`src/common/datapath_pkg.sv`:
```
`default_nettype none

package datapath_pkg;

    localparam int word_width = 32;
    localparam int reg_count = 16;
    localparam int reg_index_width = $clog2(reg_count);
    localparam int opcode_width = 5;
    localparam int c_width = 19;

    // One instruction word, read as a register form or as an immediate form
    typedef union packed {
        struct packed {
            logic [opcode_width-1:0]    opcode;
            logic [reg_index_width-1:0] ra;
            logic [reg_index_width-1:0] rb;
            logic [reg_index_width-1:0] rc;
            logic [14:0]                unused;
        } reg_form;
        struct packed {
            logic [opcode_width-1:0]    opcode;
            logic [reg_index_width-1:0] ra;
            logic [reg_index_width-1:0] rb;  // Low two bits are the branch condition
            logic [c_width-1:0]         c;
        } imm_form;
    } ir_word_t;

    typedef enum logic [opcode_width-1:0] {
        alu_add  = 5'b00011,
        alu_sub  = 5'b00100,
        alu_and  = 5'b00101,
        alu_or   = 5'b00110,
        alu_ror  = 5'b00111,
        alu_rol  = 5'b01000,
        alu_shr  = 5'b01001,
        alu_shra = 5'b01010,
        alu_shl  = 5'b01011,
        alu_mul  = 5'b10000,
        alu_neg  = 5'b10001,
        alu_not  = 5'b10010
    } alu_op_t;

    typedef enum logic [1:0] {
        cond_zero     = 2'b00,
        cond_nonzero  = 2'b01,
        cond_positive = 2'b10,
        cond_negative = 2'b11
    } branch_cond_t;

endpackage

`default_nettype wire
```
`src/source/special_regs.sv`:
```
`default_nettype none

module special_regs #(
    parameter logic [datapath_pkg::word_width-1:0] reset_pc = '0
) (
    input  logic                                   clock,
    input  logic                                   rst_n,
    input  logic [datapath_pkg::word_width-1:0]    bus_data,
    input  logic [2*datapath_pkg::word_width-1:0]  alu_result,
    input  logic [datapath_pkg::word_width-1:0]    mem_data,
    input  logic [datapath_pkg::word_width-1:0]    in_port_data,
    input  logic                                   pc_load,
    input  logic                                   ir_load,
    input  logic                                   y_load,
    input  logic                                   z_load,
    input  logic                                   hi_load,
    input  logic                                   lo_load,
    input  logic                                   mar_load,
    input  logic                                   mdr_load,
    input  logic                                   in_port_load,
    input  logic                                   out_port_load,
    input  logic                                   inc_pc,
    input  logic                                   mem_read,
    output datapath_pkg::ir_word_t                 ir,
    output logic [datapath_pkg::word_width-1:0]    y_q,
    output logic [datapath_pkg::word_width-1:0]    zhigh_q,
    output logic [datapath_pkg::word_width-1:0]    zlow_q,
    output logic [datapath_pkg::word_width-1:0]    hi_q,
    output logic [datapath_pkg::word_width-1:0]    lo_q,
    output logic [datapath_pkg::word_width-1:0]    pc_q,
    output logic [datapath_pkg::word_width-1:0]    mdr_q,
    output logic [datapath_pkg::word_width-1:0]    in_port_q,
    output logic [datapath_pkg::word_width-1:0]    mar_address,
    output logic [datapath_pkg::word_width-1:0]    out_port_data
);

    import datapath_pkg::*;

    always_ff @(posedge clock or negedge rst_n) begin
        if (!rst_n) begin
            pc_q <= reset_pc;
        end else if (pc_load) begin
            pc_q <= inc_pc ? pc_q + 1'b1 : bus_data;  // Increment takes priority over the bus
        end
    end

    always_ff @(posedge clock or negedge rst_n) begin
        if (!rst_n) begin
            ir            <= '0;
            y_q           <= '0;
            zhigh_q       <= '0;
            zlow_q        <= '0;
            hi_q          <= '0;
            lo_q          <= '0;
            mdr_q         <= '0;
            in_port_q     <= '0;
            mar_address   <= '0;
            out_port_data <= '0;
        end else begin
            if (ir_load) ir <= bus_data;
            if (y_load) y_q <= bus_data;
            if (z_load) begin
                zhigh_q <= alu_result[2*word_width-1:word_width];
                zlow_q  <= alu_result[word_width-1:0];
            end
            if (hi_load) hi_q <= bus_data;
            if (lo_load) lo_q <= bus_data;
            if (mdr_load) mdr_q <= mem_read ? mem_data : bus_data;
            if (in_port_load) in_port_q <= in_port_data;
            if (mar_load) mar_address <= bus_data;
            if (out_port_load) out_port_data <= bus_data;
        end
    end

endmodule

`default_nettype wire

```
`config.mk`:
```
export PLATFORM = sky130hd
export DESIGN_NAME = special_regs
export DESIGN_NICKNAME = d
export VERILOG_FILES = /design/src/common/datapath_pkg.sv /design/src/source/special_regs.sv
export SDC_FILE = /design/constraint.sdc
export NUM_CORES = 1
export LEC_CHECK = 0
export BUFFER_PORTS_ARGS = -buffer_cell sky130_fd_sc_hd__buf_2
export CAP_MARGIN = 0
export CORE_AREA = 2 2 202 204
export CTS_BUF_LIST = sky130_fd_sc_hd__clkbuf_4
export DETAILED_ROUTE_END_ITERATION = 10
export DIE_AREA = 0 0 204 206
export GPL_ROUTABILITY_DRIVEN = 0
export GPL_TIMING_DRIVEN = 0
export MAX_ROUTING_LAYER = met4
export PLACE_DENSITY_LB_ADDON = 0.1
export SETUP_SLACK_MARGIN = 0.3
export SYNTH_ARGS = -nofsm -noshare
export SYNTH_HDL_FRONTEND = slang
export SYNTH_SLANG_ARGS = --single-unit
```
`constraint.sdc`:
```
create_clock -name clock -period 1.71 [get_ports clock]
set_clock_uncertainty 0.1 [all_clocks]
set_input_delay 0.2565 -clock clock [delete_from_list [all_inputs] [get_ports clock]]
set_output_delay 0.2565 -clock clock [all_outputs]
set_load 0.02 [all_outputs]
```
* Word level (Yosys, flattened, before mapping)
Cells that the tools add are included.
** Storage, ports and cells
- Register bits :: 352
- Word-level logic and storage cells :: 14
- Output and inout port bits :: 352
** Operators by class
- $add $sub $neg :: 1
- Multiplexer cells :: 2
** Operators by type and width (count)
- 32-bit two-way mux :: 2
- 32-bit by 1-bit adder with 32-bit output (second input constant) :: 1

* Logic depth before layout (Yosys ltp)
Gate-level depths: netlist of run 1.
- Word-level depth :: 2
- Depth in mapped cells :: 6
- Depth with buffers taken out :: 5

* Least setup slack after synthesis of run 1
No wires, ideal clock.
- Kind :: register -> register
- Start point :: reg pc_q[8] in the netlist's numbering
- End point :: reg pc_q[31] in the netlist's numbering
- Data required time :: 1469 ps
- Setup time :: 141 ps
- Path slack :: -253 ps
- Cell stages (with the launch flop) :: 7
- Buffers on the path :: 2
- Arrival :: 1723 ps
- Path through :: dfrtp_1 -> buf_2 -> nand4_4 -> or3_1 -> buf_6 -> o311ai_1 -> o311ai_1
** Between the ends
- Cells in the longest elaborated chain, start to end :: 2
** RTL lines
- from (decl) :: line special_regs.sv:30 : output logic [datapath_pkg::word_width-1:0] pc_q,
- from (signal assigned) :: line special_regs.sv:41 : pc_q <= reset_pc;
- from (signal assigned) :: line special_regs.sv:43 : pc_q <= inc_pc ? pc_q + 1'b1 : bus_data;
- 32-bit by 1-bit adder with 32-bit output :: line special_regs.sv:43
- 32-bit two-way mux :: line special_regs.sv:43
Every way passes these cells.
A chain may end at the register's enable or synchronous reset.

* Final worst setup path of run 1
- Start point :: reg pc_q[6] in the netlist's numbering
- End point :: reg pc_q[29] in the netlist's numbering
Same word-level chain as after synthesis.

==> results of run 1 <==
Yosys cell counts, types with 2 or more instances:
master,count
sky130_fd_sc_hd__nand2_1,26
sky130_fd_sc_hd__and4_1,6
sky130_fd_sc_hd__o21ai_0,9
sky130_fd_sc_hd__o311a_1,2
sky130_fd_sc_hd__a41o_1,5
sky130_fd_sc_hd__o22ai_1,5
sky130_fd_sc_hd__nor2b_1,10
sky130_fd_sc_hd__and2_1,2
sky130_fd_sc_hd__mux2_2,289
sky130_fd_sc_hd__buf_1,26
sky130_fd_sc_hd__a31o_2,3
sky130_fd_sc_hd__o31ai_1,4
sky130_fd_sc_hd__nand3b_1,3
sky130_fd_sc_hd__and3_1,4
sky130_fd_sc_hd__mux2i_1,34
sky130_fd_sc_hd__a31oi_1,5
sky130_fd_sc_hd__a21oi_1,64
sky130_fd_sc_hd__inv_1,6
sky130_fd_sc_hd__o311ai_1,6
sky130_fd_sc_hd__nor3_1,3
sky130_fd_sc_hd__a311oi_1,2
sky130_fd_sc_hd__dfrtp_1,352
sky130_fd_sc_hd__a211oi_1,2
sky130_fd_sc_hd__nand3_1,15
sky130_fd_sc_hd__nand4_1,20
sky130_fd_sc_hd__clkbuf_1,38
sky130_fd_sc_hd__o311ai_0,2
sky130_fd_sc_hd__buf_2,6
sky130_fd_sc_hd__nand2b_1,3
sky130_fd_sc_hd__nor2_1,56
sky130_fd_sc_hd__nor4_1,2
layout make-up:
type / instances / area, um2 / area share
sequential: 352 / 8830 / 0.358
timing repair buffer: 854 / 8010 / 0.325
multi-input combinational: 599 / 5500 / 0.223
clock buffer: 150 / 1130 / 0.0457
tap: 532 / 666 / 0.0270
buffer: 71 / 398 / 0.0161
clock inverter: 18 / 97.6 / 0.00396
inverter: 6 / 22.5 / 0.000913
antenna: 2 / 5.00 / 0.000203
metrics by stage:
stage	hold WS (ps)	cells
floorplan	-139	1028
global placement	385	2075
detailed placement	146	2078
CTS	-735	2541
global route	-705	2583
finish	-675	2584
timing repair:
action / 4_1_cts / 5_1_grt
hold endpoints to repair: 605 / 249
resized for setup: 770 / 44
setup endpoints to repair: 379 / 444
pin swaps: 46 / 22
buffers inserted: 91 / 41
how the worst max path moves through the flow:
| stage | cells after the start | end | start | slack, ps |
|---|---|---|---|---|
| finish | 7 | pc_q[29] | pc_q[6] | -120 |
| global route | 6 | pc_q[25] | pc_q[6] | -210 |
| CTS | 1 | pc_q[1] | pc_q[1] | -120 |
| detailed placement | 3 | y_q[19] | y_load | -390 |
| global placement | 1 | pc_q[15] | rst_n | -7570 |
| floorplan | 6 | pc_q[31] | pc_q[8] | -60 |
placed cells by master, fill, tap and decap left out, types with 4 or more instances in the layout:
cell,count
sky130_fd_sc_hd__a21oi_1,60
sky130_fd_sc_hd__nor4_4,4
sky130_fd_sc_hd__nand4_1,20
sky130_fd_sc_hd__nor3_4,4
sky130_fd_sc_hd__clkbuf_1,18
sky130_fd_sc_hd__o311ai_4,4
sky130_fd_sc_hd__o21ai_0,4
sky130_fd_sc_hd__buf_1,22
sky130_fd_sc_hd__o21ai_1,5
sky130_fd_sc_hd__a41o_1,5
sky130_fd_sc_hd__clkbuf_4,150
sky130_fd_sc_hd__buf_6,372
sky130_fd_sc_hd__nand2_1,24
sky130_fd_sc_hd__nor2_1,56
sky130_fd_sc_hd__a31oi_1,5
sky130_fd_sc_hd__buf_2,166
sky130_fd_sc_hd__clkinv_1,13
sky130_fd_sc_hd__nand3_1,13
sky130_fd_sc_hd__mux2i_1,34
sky130_fd_sc_hd__dfrtp_1,332
sky130_fd_sc_hd__buf_4,112
sky130_fd_sc_hd__mux2_2,289
sky130_fd_sc_hd__a21oi_2,4
sky130_fd_sc_hd__o311ai_1,4
sky130_fd_sc_hd__clkbuf_2,17
sky130_fd_sc_hd__inv_1,5
sky130_fd_sc_hd__and4_1,4
sky130_fd_sc_hd__buf_8,4
sky130_fd_sc_hd__dfrtp_2,20
sky130_fd_sc_hd__nor2b_1,10
sky130_fd_sc_hd__inv_2,4
sky130_fd_sc_hd__dlygate4sd3_1,204
kinds of logic after synthesis:
| kind of cell | share of synthesized area |
|---|---|
| AND/OR/NAND/NOR | 0.0594 |
| flip-flops | 0.617 |
| multiplexers | 0.252 |
| buffers and inverters | 0.0213 |
| AO/OA/AOI/OAI | 0.0500 |
| adder cells (fa/ha/maj) | 0.000876 |
power groups by stage:
| stage | Combinational, mW | Clock, mW | Sequential [mW] |
|---|---|---|---|
| after floorplan | 1.44 | 0 | 11.0 |
| after global placement | 4.51 | 0 | 9.89 |
| after detailed placement | 4.56 | 0 | 9.92 |
| after CTS | 6.69 | 7.95 | 9.90 |
| after global routing | 7.32 | 8.43 | 10.0 |
| final | 6.93 | 7.68 | 9.92 |
routing by layer:
layer  GRT usage  vias to the layer above  part of all wire
li1            -                     5682                 -
met1       0.289                     6354              0.38
met2       0.411                      488              0.50
met3      0.0740                      108             0.075
met4       0.111                        0             0.036
met5           -                        -                 0
state kept, by name, indices dropped and copies added (netlist names):
| name | flops |
|---|---|
| hi_q | 32 |
| in_port_q | 32 |
| ir | 32 |
| lo_q | 32 |
| mar_address | 32 |
| mdr_q | 32 |
| out_port_data | 32 |
| pc_q | 32 |
| y_q | 32 |
| zhigh_q | 32 |
| zlow_q | 32 |
==> flow_summary.html, run 1 <==
<table>
<tr><th>Metric</th><th>Value</th></tr>
<tr><th colspan="2">Run status</th></tr>
<tr><td>Result of the run</td><td>finished, violations left</td></tr>
<tr><td>Violated checks</td><td>hold timing, setup timing</td></tr>
<tr><th colspan="2">STA</th></tr>
<tr><td>Rel. slew slack</td><td>0.336</td></tr>
<tr><td>Accumulated negative setup slack</td><td>-1750 ps</td></tr>
<tr><td>Worst slew pin tran</td><td>~1000 ps</td></tr>
<tr><td>RSZ-0062 raised after global routing</td><td>true</td></tr>
<tr><td>Clock period minus final worst setup slack</td><td>between 1500 and 2000 ps</td></tr>
<tr><td>Number of endpoints failing setup at the final stage</td><td>28</td></tr>
<tr><td>Final Hold Slack</td><td>-675 ps</td></tr>
<tr><td>Number of hold violations in the final report</td><td>around 250</td></tr>
<tr><td>Final number of max-transition violations</td><td>0</td></tr>
<tr><td>Ratio of final minimum period to clock period</td><td>1.07</td></tr>
<tr><td>Final setup slack of the worst path</td><td>-124 ps</td></tr>
<tr><td>Max Freq</td><td>roughly 550 MHz</td></tr>
<tr><th colspan="2">Floorplanning</th></tr>
<tr><td>Boundary Pins</td><td>roughly 530</td></tr>
<tr><td>Effective utilization at floorplan</td><td>0.355</td></tr>
<tr><td>Placeable core region</td><td>roughly 0.04 mm2</td></tr>
<tr><td>Die area</td><td>between 0.04 and 0.05 mm2</td></tr>
<tr><td>Num rows</td><td>between 70 and 80</td></tr>
<tr><td>Vert. Die Dim</td><td>206 um</td></tr>
<tr><td>X dimension of the die</td><td>~200 um</td></tr>
<tr><th colspan="2">Synthesis</th></tr>
<tr><td>Post-synth EDFFs</td><td>0</td></tr>
<tr><td>Biggest area contributors in the synthesized netlist</td><td>sky130_fd_sc_hd__dfrtp_1 62%, sky130_fd_sc_hd__mux2_2 23%, sky130_fd_sc_hd__mux2i_1 2.4%, sky130_fd_sc_hd__a21oi_1 2.2%, sky130_fd_sc_hd__nor2_1 1.5%</td></tr>
<tr><td>Primary FF master, synth</td><td>sky130_fd_sc_hd__dfrtp_1</td></tr>
<tr><td>Count of yosys warnings during synthesis</td><td>0</td></tr>
<tr><td>Per-instance average area after synthesis</td><td>13.9 um2</td></tr>
<tr><td>Post-synth design cell area</td><td>between 0.01 and 0.015 mm2</td></tr>
<tr><td>Post-Synthesis Cells</td><td>1028</td></tr>
<tr><td>Yosys top cell area share</td><td>0.617</td></tr>
<tr><td>Register bit total from synthesis</td><td>between 300 and 400</td></tr>
<tr><td>Proportion of synthesized chip area in sequential cells</td><td>0.617</td></tr>
<tr><td>Biggest area consumer among synthesized cells</td><td>sky130_fd_sc_hd__dfrtp_1</td></tr>
<tr><td>Number of different library cells in the post-synthesis netlist</td><td>49</td></tr>
<tr><td>Async set or reset register ratio after synthesis</td><td>1.00</td></tr>
<tr><td>Net count of the mapped netlist</td><td>roughly 1200</td></tr>
<tr><th colspan="2">Placement</th></tr>
<tr><td>Detailed placement HPWL</td><td>roughly 34000 um</td></tr>
<tr><td>Post-place setup slack</td><td>-390 ps</td></tr>
<tr><td>Placed Instance Area</td><td>roughly 0.018 mm2</td></tr>
<tr><td>Buffers added on ports</td><td>between 500 and 600</td></tr>
<tr><th colspan="2">Detailed routing</th></tr>
<tr><td>Count of routing violations after the opening detailed-route iteration</td><td>between 500 and 600</td></tr>
<tr><td>TritonRoute pass-1 iters</td><td>5</td></tr>
<tr><td>Antenna-violating nets left</td><td>0</td></tr>
<tr><td>Average routed wire per standard cell</td><td>a little over 20 um</td></tr>
<tr><td>Number of remaining DRC errors</td><td>0</td></tr>
<tr><td>Per-cell via count in the routed design</td><td>4.89</td></tr>
<tr><td>Final wirelength</td><td>around 52000 um</td></tr>
<tr><td>Via count</td><td>about 13000</td></tr>
<tr><th colspan="2">Finish</th></tr>
<tr><td>Number of nets in the layout</td><td>2157</td></tr>
<tr><td>Number of fill cells</td><td>3300</td></tr>
<tr><td>Fraction of layout cells with a size suffix above 1</td><td>0.579</td></tr>
<tr><td>End-of-flow core utilization</td><td>0.614</td></tr>
<tr><td>Final instance area</td><td>~0.025 mm2</td></tr>
<tr><td>Area Growth Syn to Fin</td><td>72.6%</td></tr>
<tr><th colspan="2">Worst setup path</th></tr>
<tr><td>Most frequent cell on the critical path</td><td>sky130_fd_sc_hd__buf_12</td></tr>
<tr><td>Critical path endpoint category</td><td>flip-flop</td></tr>
<tr><td>Cells on worst reg2reg path</td><td>7</td></tr>
<tr><td>Worst path slowest cell</td><td>sky130_fd_sc_hd__dfrtp_2</td></tr>
<tr><td>Reg-to-reg setup timing slack</td><td>-120 ps</td></tr>
<tr><td>Total buffers and inverters traversed by the critical path</td><td>3</td></tr>
<tr><td>Worst Path Arrival</td><td>about 2400 ps</td></tr>
<tr><td>RR Endpoint</td><td>pc_q[29]</td></tr>
<tr><td>Crit Path Max Fanout</td><td>6</td></tr>
<tr><td>Required time of the critical path</td><td>2260 ps</td></tr>
<tr><td>Maximum cell stage delay along the critical path</td><td>about 380 ps</td></tr>
<tr><td>Sequence of cells on the critical path</td><td>buf_6 &gt; buf_12 &gt; nand3_4 &gt; buf_12 &gt; nor4_4 &gt; nand2_1 &gt; o311a_1</td></tr>
<tr><td>R2R Path Start</td><td>pc_q[6]</td></tr>
<tr><td>Critical path start-end classification</td><td>reg2reg</td></tr>
<tr><td>Launching element type of the critical path</td><td>flip-flop</td></tr>
<tr><td>Dominant delay contributor by cell family on the critical path</td><td>simple AND/OR/NAND/NOR gates</td></tr>
<tr><th colspan="2">Pwr</th></tr>
<tr><td>Cell area power density</td><td>between 900 and 1000 mW/mm2</td></tr>
<tr><td>Overall power after layout</td><td>24.5 mW</td></tr>
<tr><td>Net switching share of the total power</td><td>0.308</td></tr>
<tr><td>Proportion of power drawn by the clock network</td><td>0.313</td></tr>
<tr><td>Power dissipated by switching net loads</td><td>7.55 mW</td></tr>
<tr><td>Total internal power</td><td>about 17 mW</td></tr>
<tr><td>Static leakage</td><td>about 11 nW</td></tr>
<tr><td>Worst IR drop on VDD</td><td>0.666 mV</td></tr>
<tr><td>Sequential cell fraction of total power</td><td>0.404</td></tr>
<tr><td>Logic pwr share</td><td>0.283</td></tr>
<tr><th colspan="2">Clock tree</th></tr>
<tr><td>Root buffer selected by CTS</td><td>sky130_fd_sc_hd__clkbuf_4</td></tr>
<tr><td>Number of clock sinks</td><td>roughly 350</td></tr>
<tr><td>H-tree levels</td><td>3</td></tr>
<tr><td>Clock tree from TritonCTS</td><td>built</td></tr>
<tr><td>Post-CTS Hold Fix Bufs</td><td>between 200 and 250</td></tr>
<tr><td>CTS clock-pin slew for the worst setup and hold paths</td><td>~80 ps</td></tr>
<tr><td>Largest buffer count on any clock path</td><td>3</td></tr>
<tr><td>Clock insertion delay at the later pin of the skew report</td><td>790 ps</td></tr>
<tr><td>Clock buffer count from CTS</td><td>98</td></tr>
<tr><th colspan="2">GRT</th></tr>
<tr><td>Global-route wire length before repair</td><td>about 80000 um</td></tr>
<tr><td>Initial antenna violation count</td><td>1</td></tr>
<tr><td>Global-route congestion overflow total</td><td>0</td></tr>
<tr><td>GR Util All Layers</td><td>0.252</td></tr>
<tr><td>Maximum number of pins on one net before global-route repair</td><td>116</td></tr>
<tr><td>Vias in the first global route</td><td>approximately 13000</td></tr>
<tr><th colspan="2">Hold path</th></tr>
<tr><td>Worst hold path class</td><td>in2async</td></tr>
<tr><th colspan="2">Job</th></tr>
<tr><td>Max cap viols</td><td>0</td></tr>
</table>
No activity file was read; power rests on OpenSTA's default activity.
==> run 2, diff against run 1 <==
- ABC_AREA: default -> 1
- CORE_AREA: 2 2 202 204 -> 2 2 207 209
- DIE_AREA: 0 0 204 206 -> 0 0 209 211
==> run 2 against run 1 <==
Against the previous run:
- the flow still finishes with violations (hold timing, setup timing)
- fmax is 5.2% higher
- register-to-register slack improved by 110 ps
- power fell by 0.60%
- synthesized cell count rose by 37%
- cell count rose by 18%
- setup slack gained 91 ps
- clock power up 6.6%
- routed wire length up 8.6%
- sequential cell count unchanged
- first-iteration DRC count up 36%
- critical path type is now reg2out
- critical endpoint is now lo_q[21]
- largest power group unchanged
==> flow_summary.html, run 2 <==
<table>
<tr><th>Metric</th><th>Value</th></tr>
<tr><th colspan="2">Run status</th></tr>
<tr><td>Result of the run</td><td>finished, violations left (unchanged)</td></tr>
<tr><td>Violated checks</td><td>hold timing, setup timing (unchanged)</td></tr>
<tr><th colspan="2">GRT</th></tr>
<tr><td>Fraction of met3 tracks used by global routing</td><td>0.0711 (was 0.0740)</td></tr>
<tr><td>Maximum number of pins on one net before global-route repair</td><td>118 (was 116)</td></tr>
<tr><td>Initial antenna violation count</td><td>2 (was 1)</td></tr>
<tr><td>Met1 track demand over resource</td><td>0.313 (was 0.289)</td></tr>
<tr><td>GR Util All Layers</td><td>0.257 (was 0.252)</td></tr>
<tr><td>Met2 track demand over resource</td><td>0.412 (was 0.411)</td></tr>
<tr><td>Global-route wire length before repair</td><td>84400 um (was 78000 um)</td></tr>
<tr><td>Vias in the first global route</td><td>14700 (was 13300)</td></tr>
<tr><td>Gr busiest metal</td><td>met2 (unchanged)</td></tr>
<tr><td>Global-route congestion overflow total</td><td>0 (unchanged)</td></tr>
<tr><th colspan="2">Pwr</th></tr>
<tr><td>Net switching share of the total power</td><td>0.310 (was 0.308)</td></tr>
<tr><td>Proportion of power drawn by the clock network</td><td>0.336 (was 0.313)</td></tr>
<tr><td>Total internal power</td><td>16.8 mW (was 17.0 mW)</td></tr>
<tr><td>Worst IR drop on VDD</td><td>0.726 mV (was 0.666 mV)</td></tr>
<tr><td>Logic pwr share</td><td>0.261 (was 0.283)</td></tr>
<tr><td>Sequential cell fraction of total power</td><td>0.403 (was 0.404)</td></tr>
<tr><td>Power dissipated by switching net loads</td><td>7.57 mW (was 7.55 mW)</td></tr>
<tr><td>Cell area power density</td><td>979 mW/mm2 (was 995 mW/mm2)</td></tr>
<tr><td>Static leakage</td><td>11.7 nW (was 11.3 nW)</td></tr>
<tr><th colspan="2">Finish</th></tr>
<tr><td>Non-filler instance count after layout</td><td>3037 (was 2584)</td></tr>
<tr><td>Fraction of layout cells with a size suffix above 1</td><td>0.433 (was 0.579)</td></tr>
<tr><td>Number of nets in the layout</td><td>2595 (was 2157)</td></tr>
<tr><td>Number of fill cells</td><td>3539 (was 3300)</td></tr>
<tr><td>Area Growth Syn to Fin</td><td>75.6% (was 72.6%)</td></tr>
<tr><td>Commonest cells after routing, fill and taps aside</td><td>368 x sky130_fd_sc_hd__buf_6, 323 x sky130_fd_sc_hd__dfrtp_1, 250 x sky130_fd_sc_hd__nor2_1, 248 x sky130_fd_sc_hd__a21oi_1, 207 x sky130_fd_sc_hd__dlygate4sd3_1 (was 372 x sky130_fd_sc_hd__buf_6, 332 x sky130_fd_sc_hd__dfrtp_1, 289 x sky130_fd_sc_hd__mux2_2, 204 x sky130_fd_sc_hd__dlygate4sd3_1, 166 x sky130_fd_sc_hd__buf_2)</td></tr>
<tr><td>Most common library cell in the layout ignoring fill and taps</td><td>sky130_fd_sc_hd__buf_6 (unchanged)</td></tr>
<tr><td>Multi-input gate area</td><td>0.00506 mm2 (was 0.00550 mm2)</td></tr>
<tr><td>FF/Latch Area</td><td>0.00884 mm2 (was 0.00883 mm2)</td></tr>
<tr><th colspan="2">Worst setup path</th></tr>
<tr><td>Critical path start-end classification</td><td>reg2out (was reg2reg)</td></tr>
<tr><td>Worst path slowest cell</td><td>sky130_fd_sc_hd__dfrtp_1 (was sky130_fd_sc_hd__dfrtp_2)</td></tr>
<tr><td>RR Endpoint</td><td>pc_q[31] (was pc_q[29])</td></tr>
<tr><td>Reg-to-reg setup timing slack</td><td>-10 ps (was -120 ps)</td></tr>
<tr><td>Cells on worst reg2reg path</td><td>10 (was 7)</td></tr>
<tr><td>Total buffers and inverters traversed by the critical path</td><td>1 (was 3)</td></tr>
<tr><td>Maximum cell stage delay along the critical path</td><td>450 ps (was 380 ps)</td></tr>
<tr><td>Sequence of cells on the critical path</td><td>buf_6 (was buf_6 &gt; buf_12 &gt; nand3_4 &gt; buf_12 &gt; nor4_4 &gt; nand2_1 &gt; o311a_1)</td></tr>
<tr><td>End of the critical path</td><td>lo_q[21] (was pc_q[29])</td></tr>
<tr><td>Launching element type of the critical path</td><td>flip-flop (unchanged)</td></tr>
<tr><td>Critical path endpoint category</td><td>output pin (was flip-flop)</td></tr>
<tr><td>Crit path depth</td><td>1 (was 7)</td></tr>
<tr><td>R2R Path Start</td><td>pc_q[0] (was pc_q[6])</td></tr>
<tr><td>Crit Path Max Fanout</td><td>2 (was 6)</td></tr>
<tr><td>Worst Path Arrival</td><td>1390 ps (was 2390 ps)</td></tr>
<tr><td>Worst setup path startpoint</td><td>lo_q[21] (was pc_q[6])</td></tr>
<tr><td>Required time of the critical path</td><td>1350 ps (was 2260 ps)</td></tr>
<tr><td>Dominant delay contributor by cell family on the critical path</td><td>flip-flops (was simple AND/OR/NAND/NOR gates)</td></tr>
<tr><th colspan="2">Clock tree</th></tr>
<tr><td>Root buffer selected by CTS</td><td>sky130_fd_sc_hd__clkbuf_4 (unchanged)</td></tr>
<tr><td>H-tree levels</td><td>3 (unchanged)</td></tr>
<tr><td>Number of clock sinks</td><td>352 (unchanged)</td></tr>
<tr><td>CTS clock-pin slew for the worst setup and hold paths</td><td>60 ps (was 80 ps)</td></tr>
<tr><td>Clock buffer count from CTS</td><td>98 (unchanged)</td></tr>
<tr><td>Clock tree from TritonCTS</td><td>built (unchanged)</td></tr>
<tr><td>Largest buffer count on any clock path</td><td>3 (unchanged)</td></tr>
<tr><td>Clock insertion delay at the later pin of the skew report</td><td>790 ps (about the same)</td></tr>
<tr><th colspan="2">Synthesis</th></tr>
<tr><td>Async set or reset register ratio after synthesis</td><td>1.00 (unchanged)</td></tr>
<tr><td>Compound-cell area share of the yosys netlist</td><td>0.121 (was 0.0500)</td></tr>
<tr><td>Per-instance average area after synthesis</td><td>10.0 um2 (was 13.9 um2)</td></tr>
<tr><td>Commonest cells post-synth</td><td>352 x sky130_fd_sc_hd__dfrtp_1, 262 x sky130_fd_sc_hd__nor2_1, 254 x sky130_fd_sc_hd__a21oi_1 (was 352 x sky130_fd_sc_hd__dfrtp_1, 289 x sky130_fd_sc_hd__mux2_2, 64 x sky130_fd_sc_hd__a21oi_1)</td></tr>
<tr><td>Proportion of synthesized chip area in sequential cells</td><td>0.621 (was 0.617)</td></tr>
<tr><td>Post-synth design cell area</td><td>0.0142 mm2 (was 0.0143 mm2)</td></tr>
<tr><td>Yosys top cell area share</td><td>0.621 (was 0.617)</td></tr>
<tr><td>Biggest area contributors in the synthesized netlist</td><td>sky130_fd_sc_hd__dfrtp_1 62%, sky130_fd_sc_hd__a21oi_1 9.0%, sky130_fd_sc_hd__mux2_2 7.5%, sky130_fd_sc_hd__nor2_1 6.9%, sky130_fd_sc_hd__nand2_1 4.7% (was sky130_fd_sc_hd__dfrtp_1 62%, sky130_fd_sc_hd__mux2_2 23%, sky130_fd_sc_hd__mux2i_1 2.4%, sky130_fd_sc_hd__a21oi_1 2.2%, sky130_fd_sc_hd__nor2_1 1.5%)</td></tr>
<tr><td>Primary FF master, synth</td><td>sky130_fd_sc_hd__dfrtp_1 (unchanged)</td></tr>
<tr><td>Count of yosys warnings during synthesis</td><td>0 (unchanged)</td></tr>
<tr><td>Post-Synthesis Cells</td><td>1412 (was 1028)</td></tr>
<tr><td>Simple-gate portion of the synthesized area</td><td>0.138 (was 0.0594)</td></tr>
<tr><td>Dominant combinational cell family by area after synthesis</td><td>simple AND/OR/NAND/NOR gates (was multiplexers)</td></tr>
<tr><td>Net count of the mapped netlist</td><td>1587 (was 1203)</td></tr>
<tr><td>Number of different library cells in the post-synthesis netlist</td><td>29 (was 49)</td></tr>
<tr><td>Adder-cell share of the synthesized area</td><td>0.000882 (was 0.000876)</td></tr>
<tr><td>Multiplexer share of the synthesized area</td><td>0.0762 (was 0.252)</td></tr>
<tr><td>Post-synth EDFFs</td><td>0 (unchanged)</td></tr>
<tr><td>Biggest area consumer among synthesized cells</td><td>sky130_fd_sc_hd__dfrtp_1 (unchanged)</td></tr>
<tr><td>Register bit total from synthesis</td><td>352 (unchanged)</td></tr>
<tr><td>Xor/xnor cell area share of the yosys netlist</td><td>0 (unchanged)</td></tr>
<tr><td>Most repeated cell in the gate-level netlist after synthesis</td><td>sky130_fd_sc_hd__dfrtp_1 (unchanged)</td></tr>
<tr><th colspan="2">Detailed routing</th></tr>
<tr><td>Via count</td><td>14400 (was 12600)</td></tr>
<tr><td>Per-cell via count in the routed design</td><td>4.73 (was 4.89)</td></tr>
<tr><td>Antenna-violating nets left</td><td>0 (unchanged)</td></tr>
<tr><td>Count of routing violations after the opening detailed-route iteration</td><td>760 (was 558)</td></tr>
<tr><td>Final wirelength</td><td>56900 um (was 52400 um)</td></tr>
<tr><td>TritonRoute pass-1 iters</td><td>5 (unchanged)</td></tr>
<tr><td>Average routed wire per standard cell</td><td>18.7 um (was 20.3 um)</td></tr>
<tr><td>Number of remaining DRC errors</td><td>0 (unchanged)</td></tr>
<tr><th colspan="2">Floorplanning</th></tr>
<tr><td>Effective utilization at floorplan</td><td>0.340 (was 0.355)</td></tr>
<tr><td>Placeable core region</td><td>0.0418 mm2 (was 0.0402 mm2)</td></tr>
<tr><td>Boundary Pins</td><td>526 (unchanged)</td></tr>
<tr><td>X dimension of the die</td><td>209 um (was 204 um)</td></tr>
<tr><td>Die area</td><td>0.0441 mm2 (was 0.0420 mm2)</td></tr>
<tr><td>Num rows</td><td>75 (was 74)</td></tr>
<tr><td>Vert. Die Dim</td><td>211 um (was 206 um)</td></tr>
<tr><th colspan="2">STA</th></tr>
<tr><td>Final setup slack of the worst path</td><td>-33.3 ps (was -124 ps)</td></tr>
<tr><td>Rel. slew slack</td><td>0.467 (was 0.336)</td></tr>
<tr><td>RSZ-0062 raised after global routing</td><td>true (unchanged)</td></tr>
<tr><td>Max Freq</td><td>574 MHz (was 545 MHz)</td></tr>
<tr><td>Number of endpoints failing setup at the final stage</td><td>22 (was 28)</td></tr>
<tr><td>Worst slew pin tran</td><td>799 ps (was 996 ps)</td></tr>
<tr><td>Ratio of final minimum period to clock period</td><td>1.02 (was 1.07)</td></tr>
<tr><td>Final number of max-transition violations</td><td>0 (unchanged)</td></tr>
<tr><td>Clock period minus final worst setup slack</td><td>1740 ps (was 1830 ps)</td></tr>
<tr><td>Accumulated negative setup slack</td><td>-219 ps (was -1750 ps)</td></tr>
<tr><td>Final Hold Slack</td><td>-668 ps (was -675 ps)</td></tr>
<tr><td>Number of hold violations in the final report</td><td>235 (was 253)</td></tr>
<tr><th colspan="2">Placement</th></tr>
<tr><td>Detailed placement HPWL</td><td>38400 um (was 33900 um)</td></tr>
<tr><td>Cell count after placement</td><td>2467 (was 2078)</td></tr>
<tr><td>Buffers added on ports</td><td>513 (was 515)</td></tr>
<tr><th colspan="2">Hold path</th></tr>
<tr><td>Worst hold path class</td><td>in2async (unchanged)</td></tr>
<tr><th colspan="2">Job</th></tr>
<tr><td>Max cap viols</td><td>0 (unchanged)</td></tr>
</table>
-- run 2: cell count changes after synthesis, sizes merged, moves of 8 or more --
cell and delta:
mux2i -34, mux2 -193, nor2b -10, a21oi +190, nand2 +155, o311ai -8
nand4 -22, buf +11, inv +63, o21a +33, nor2 +215, nand3 +17
o21ai +19
-- run 2: final cells by class --
cell class,instances,share of cell area
Clock inverter,23,0.00688
Sequential cell,352,0.355
Antenna cell,2,0.000201
Tap cell,539,0.0271
Timing Repair Buffer,908,0.337
Inverter,70,0.0109
Clock buffer,153,0.0461
Buffer,81,0.0139
Multi-Input combinational cell,909,0.203
-- run 2: how the worst min path moves through the flow --
stage | startpoint | endpoint | slack, ps | cells after the start
5_1_grt | rst_n | y_q[5] | -710 | 1
2_1_floorplan | rst_n | hi_q[0] | -140 | 0
3_3_place_gp | in_port_q[4] | in_port_q[4] | 370 | 1
6_report | rst_n | y_q[8] | -670 | 1
3_5_place_dp | rst_n | y_q[8] | 130 | 1
4_1_cts | rst_n | mar_address[11] | -730 | 1
-- run 2: through the flow --
| step | hold slack [ps] | utilization | total power, mW | instance area [um2] | worst slack (ps) |
|---|---|---|---|---|---|
| finish | -668 | 0.597 | 24.4 | 24900 | -33.3 |
| CTS | -728 | 0.577 | 24.3 | 24100 | -102 |
| detailed placement | 132 | 0.421 | 14.0 | 17600 | -31.2 |
| floorplan | -139 | - | 12.1 | 14200 | 220 |
| global placement | 366 | 0.419 | 13.9 | 17500 | -7520 |
| global route | -710 | 0.597 | 25.6 | 24900 | -120 |
-- run 2: cells by family after synthesis --
family | count (synthesis)
adder cells (fa/ha/maj) | 1
flip-flops | 352
AO/OA/AOI/OAI | 323
buffers and inverters | 151
AND/OR/NAND/NOR | 489
multiplexers | 96
-- run 2: repair_timing --
item                                    4_1_cts  5_1_grt
pin swaps                                    21       35
endpoints found under the setup margin      380      383
setup buffers                               102       83
resized for setup                           762       58
hold buffers                                207        1
hold endpoints to repair                    587      254
-- run 2: routing by layer --
layer,vias up,part of all wire,routed length (um)
li1,6746,-,-
met1,6983,0.41,23300
met2,526,0.49,27800
met3,108,0.072,4120
met4,0,0.030,1720
met5,-,0,0
-- run 2: power by group through the flow --
stage / Clock [mW] / Combinational, mW / Sequential, mW
6_report: 8.19 / 6.36 / 9.84
5_1_grt: 8.93 / 6.77 / 9.91
4_1_cts: 8.45 / 6.02 / 9.82
2_1_floorplan: 0 / 1.26 / 10.8
3_5_place_dp: 0 / 4.14 / 9.86
3_3_place_gp: 0 / 4.09 / 9.85
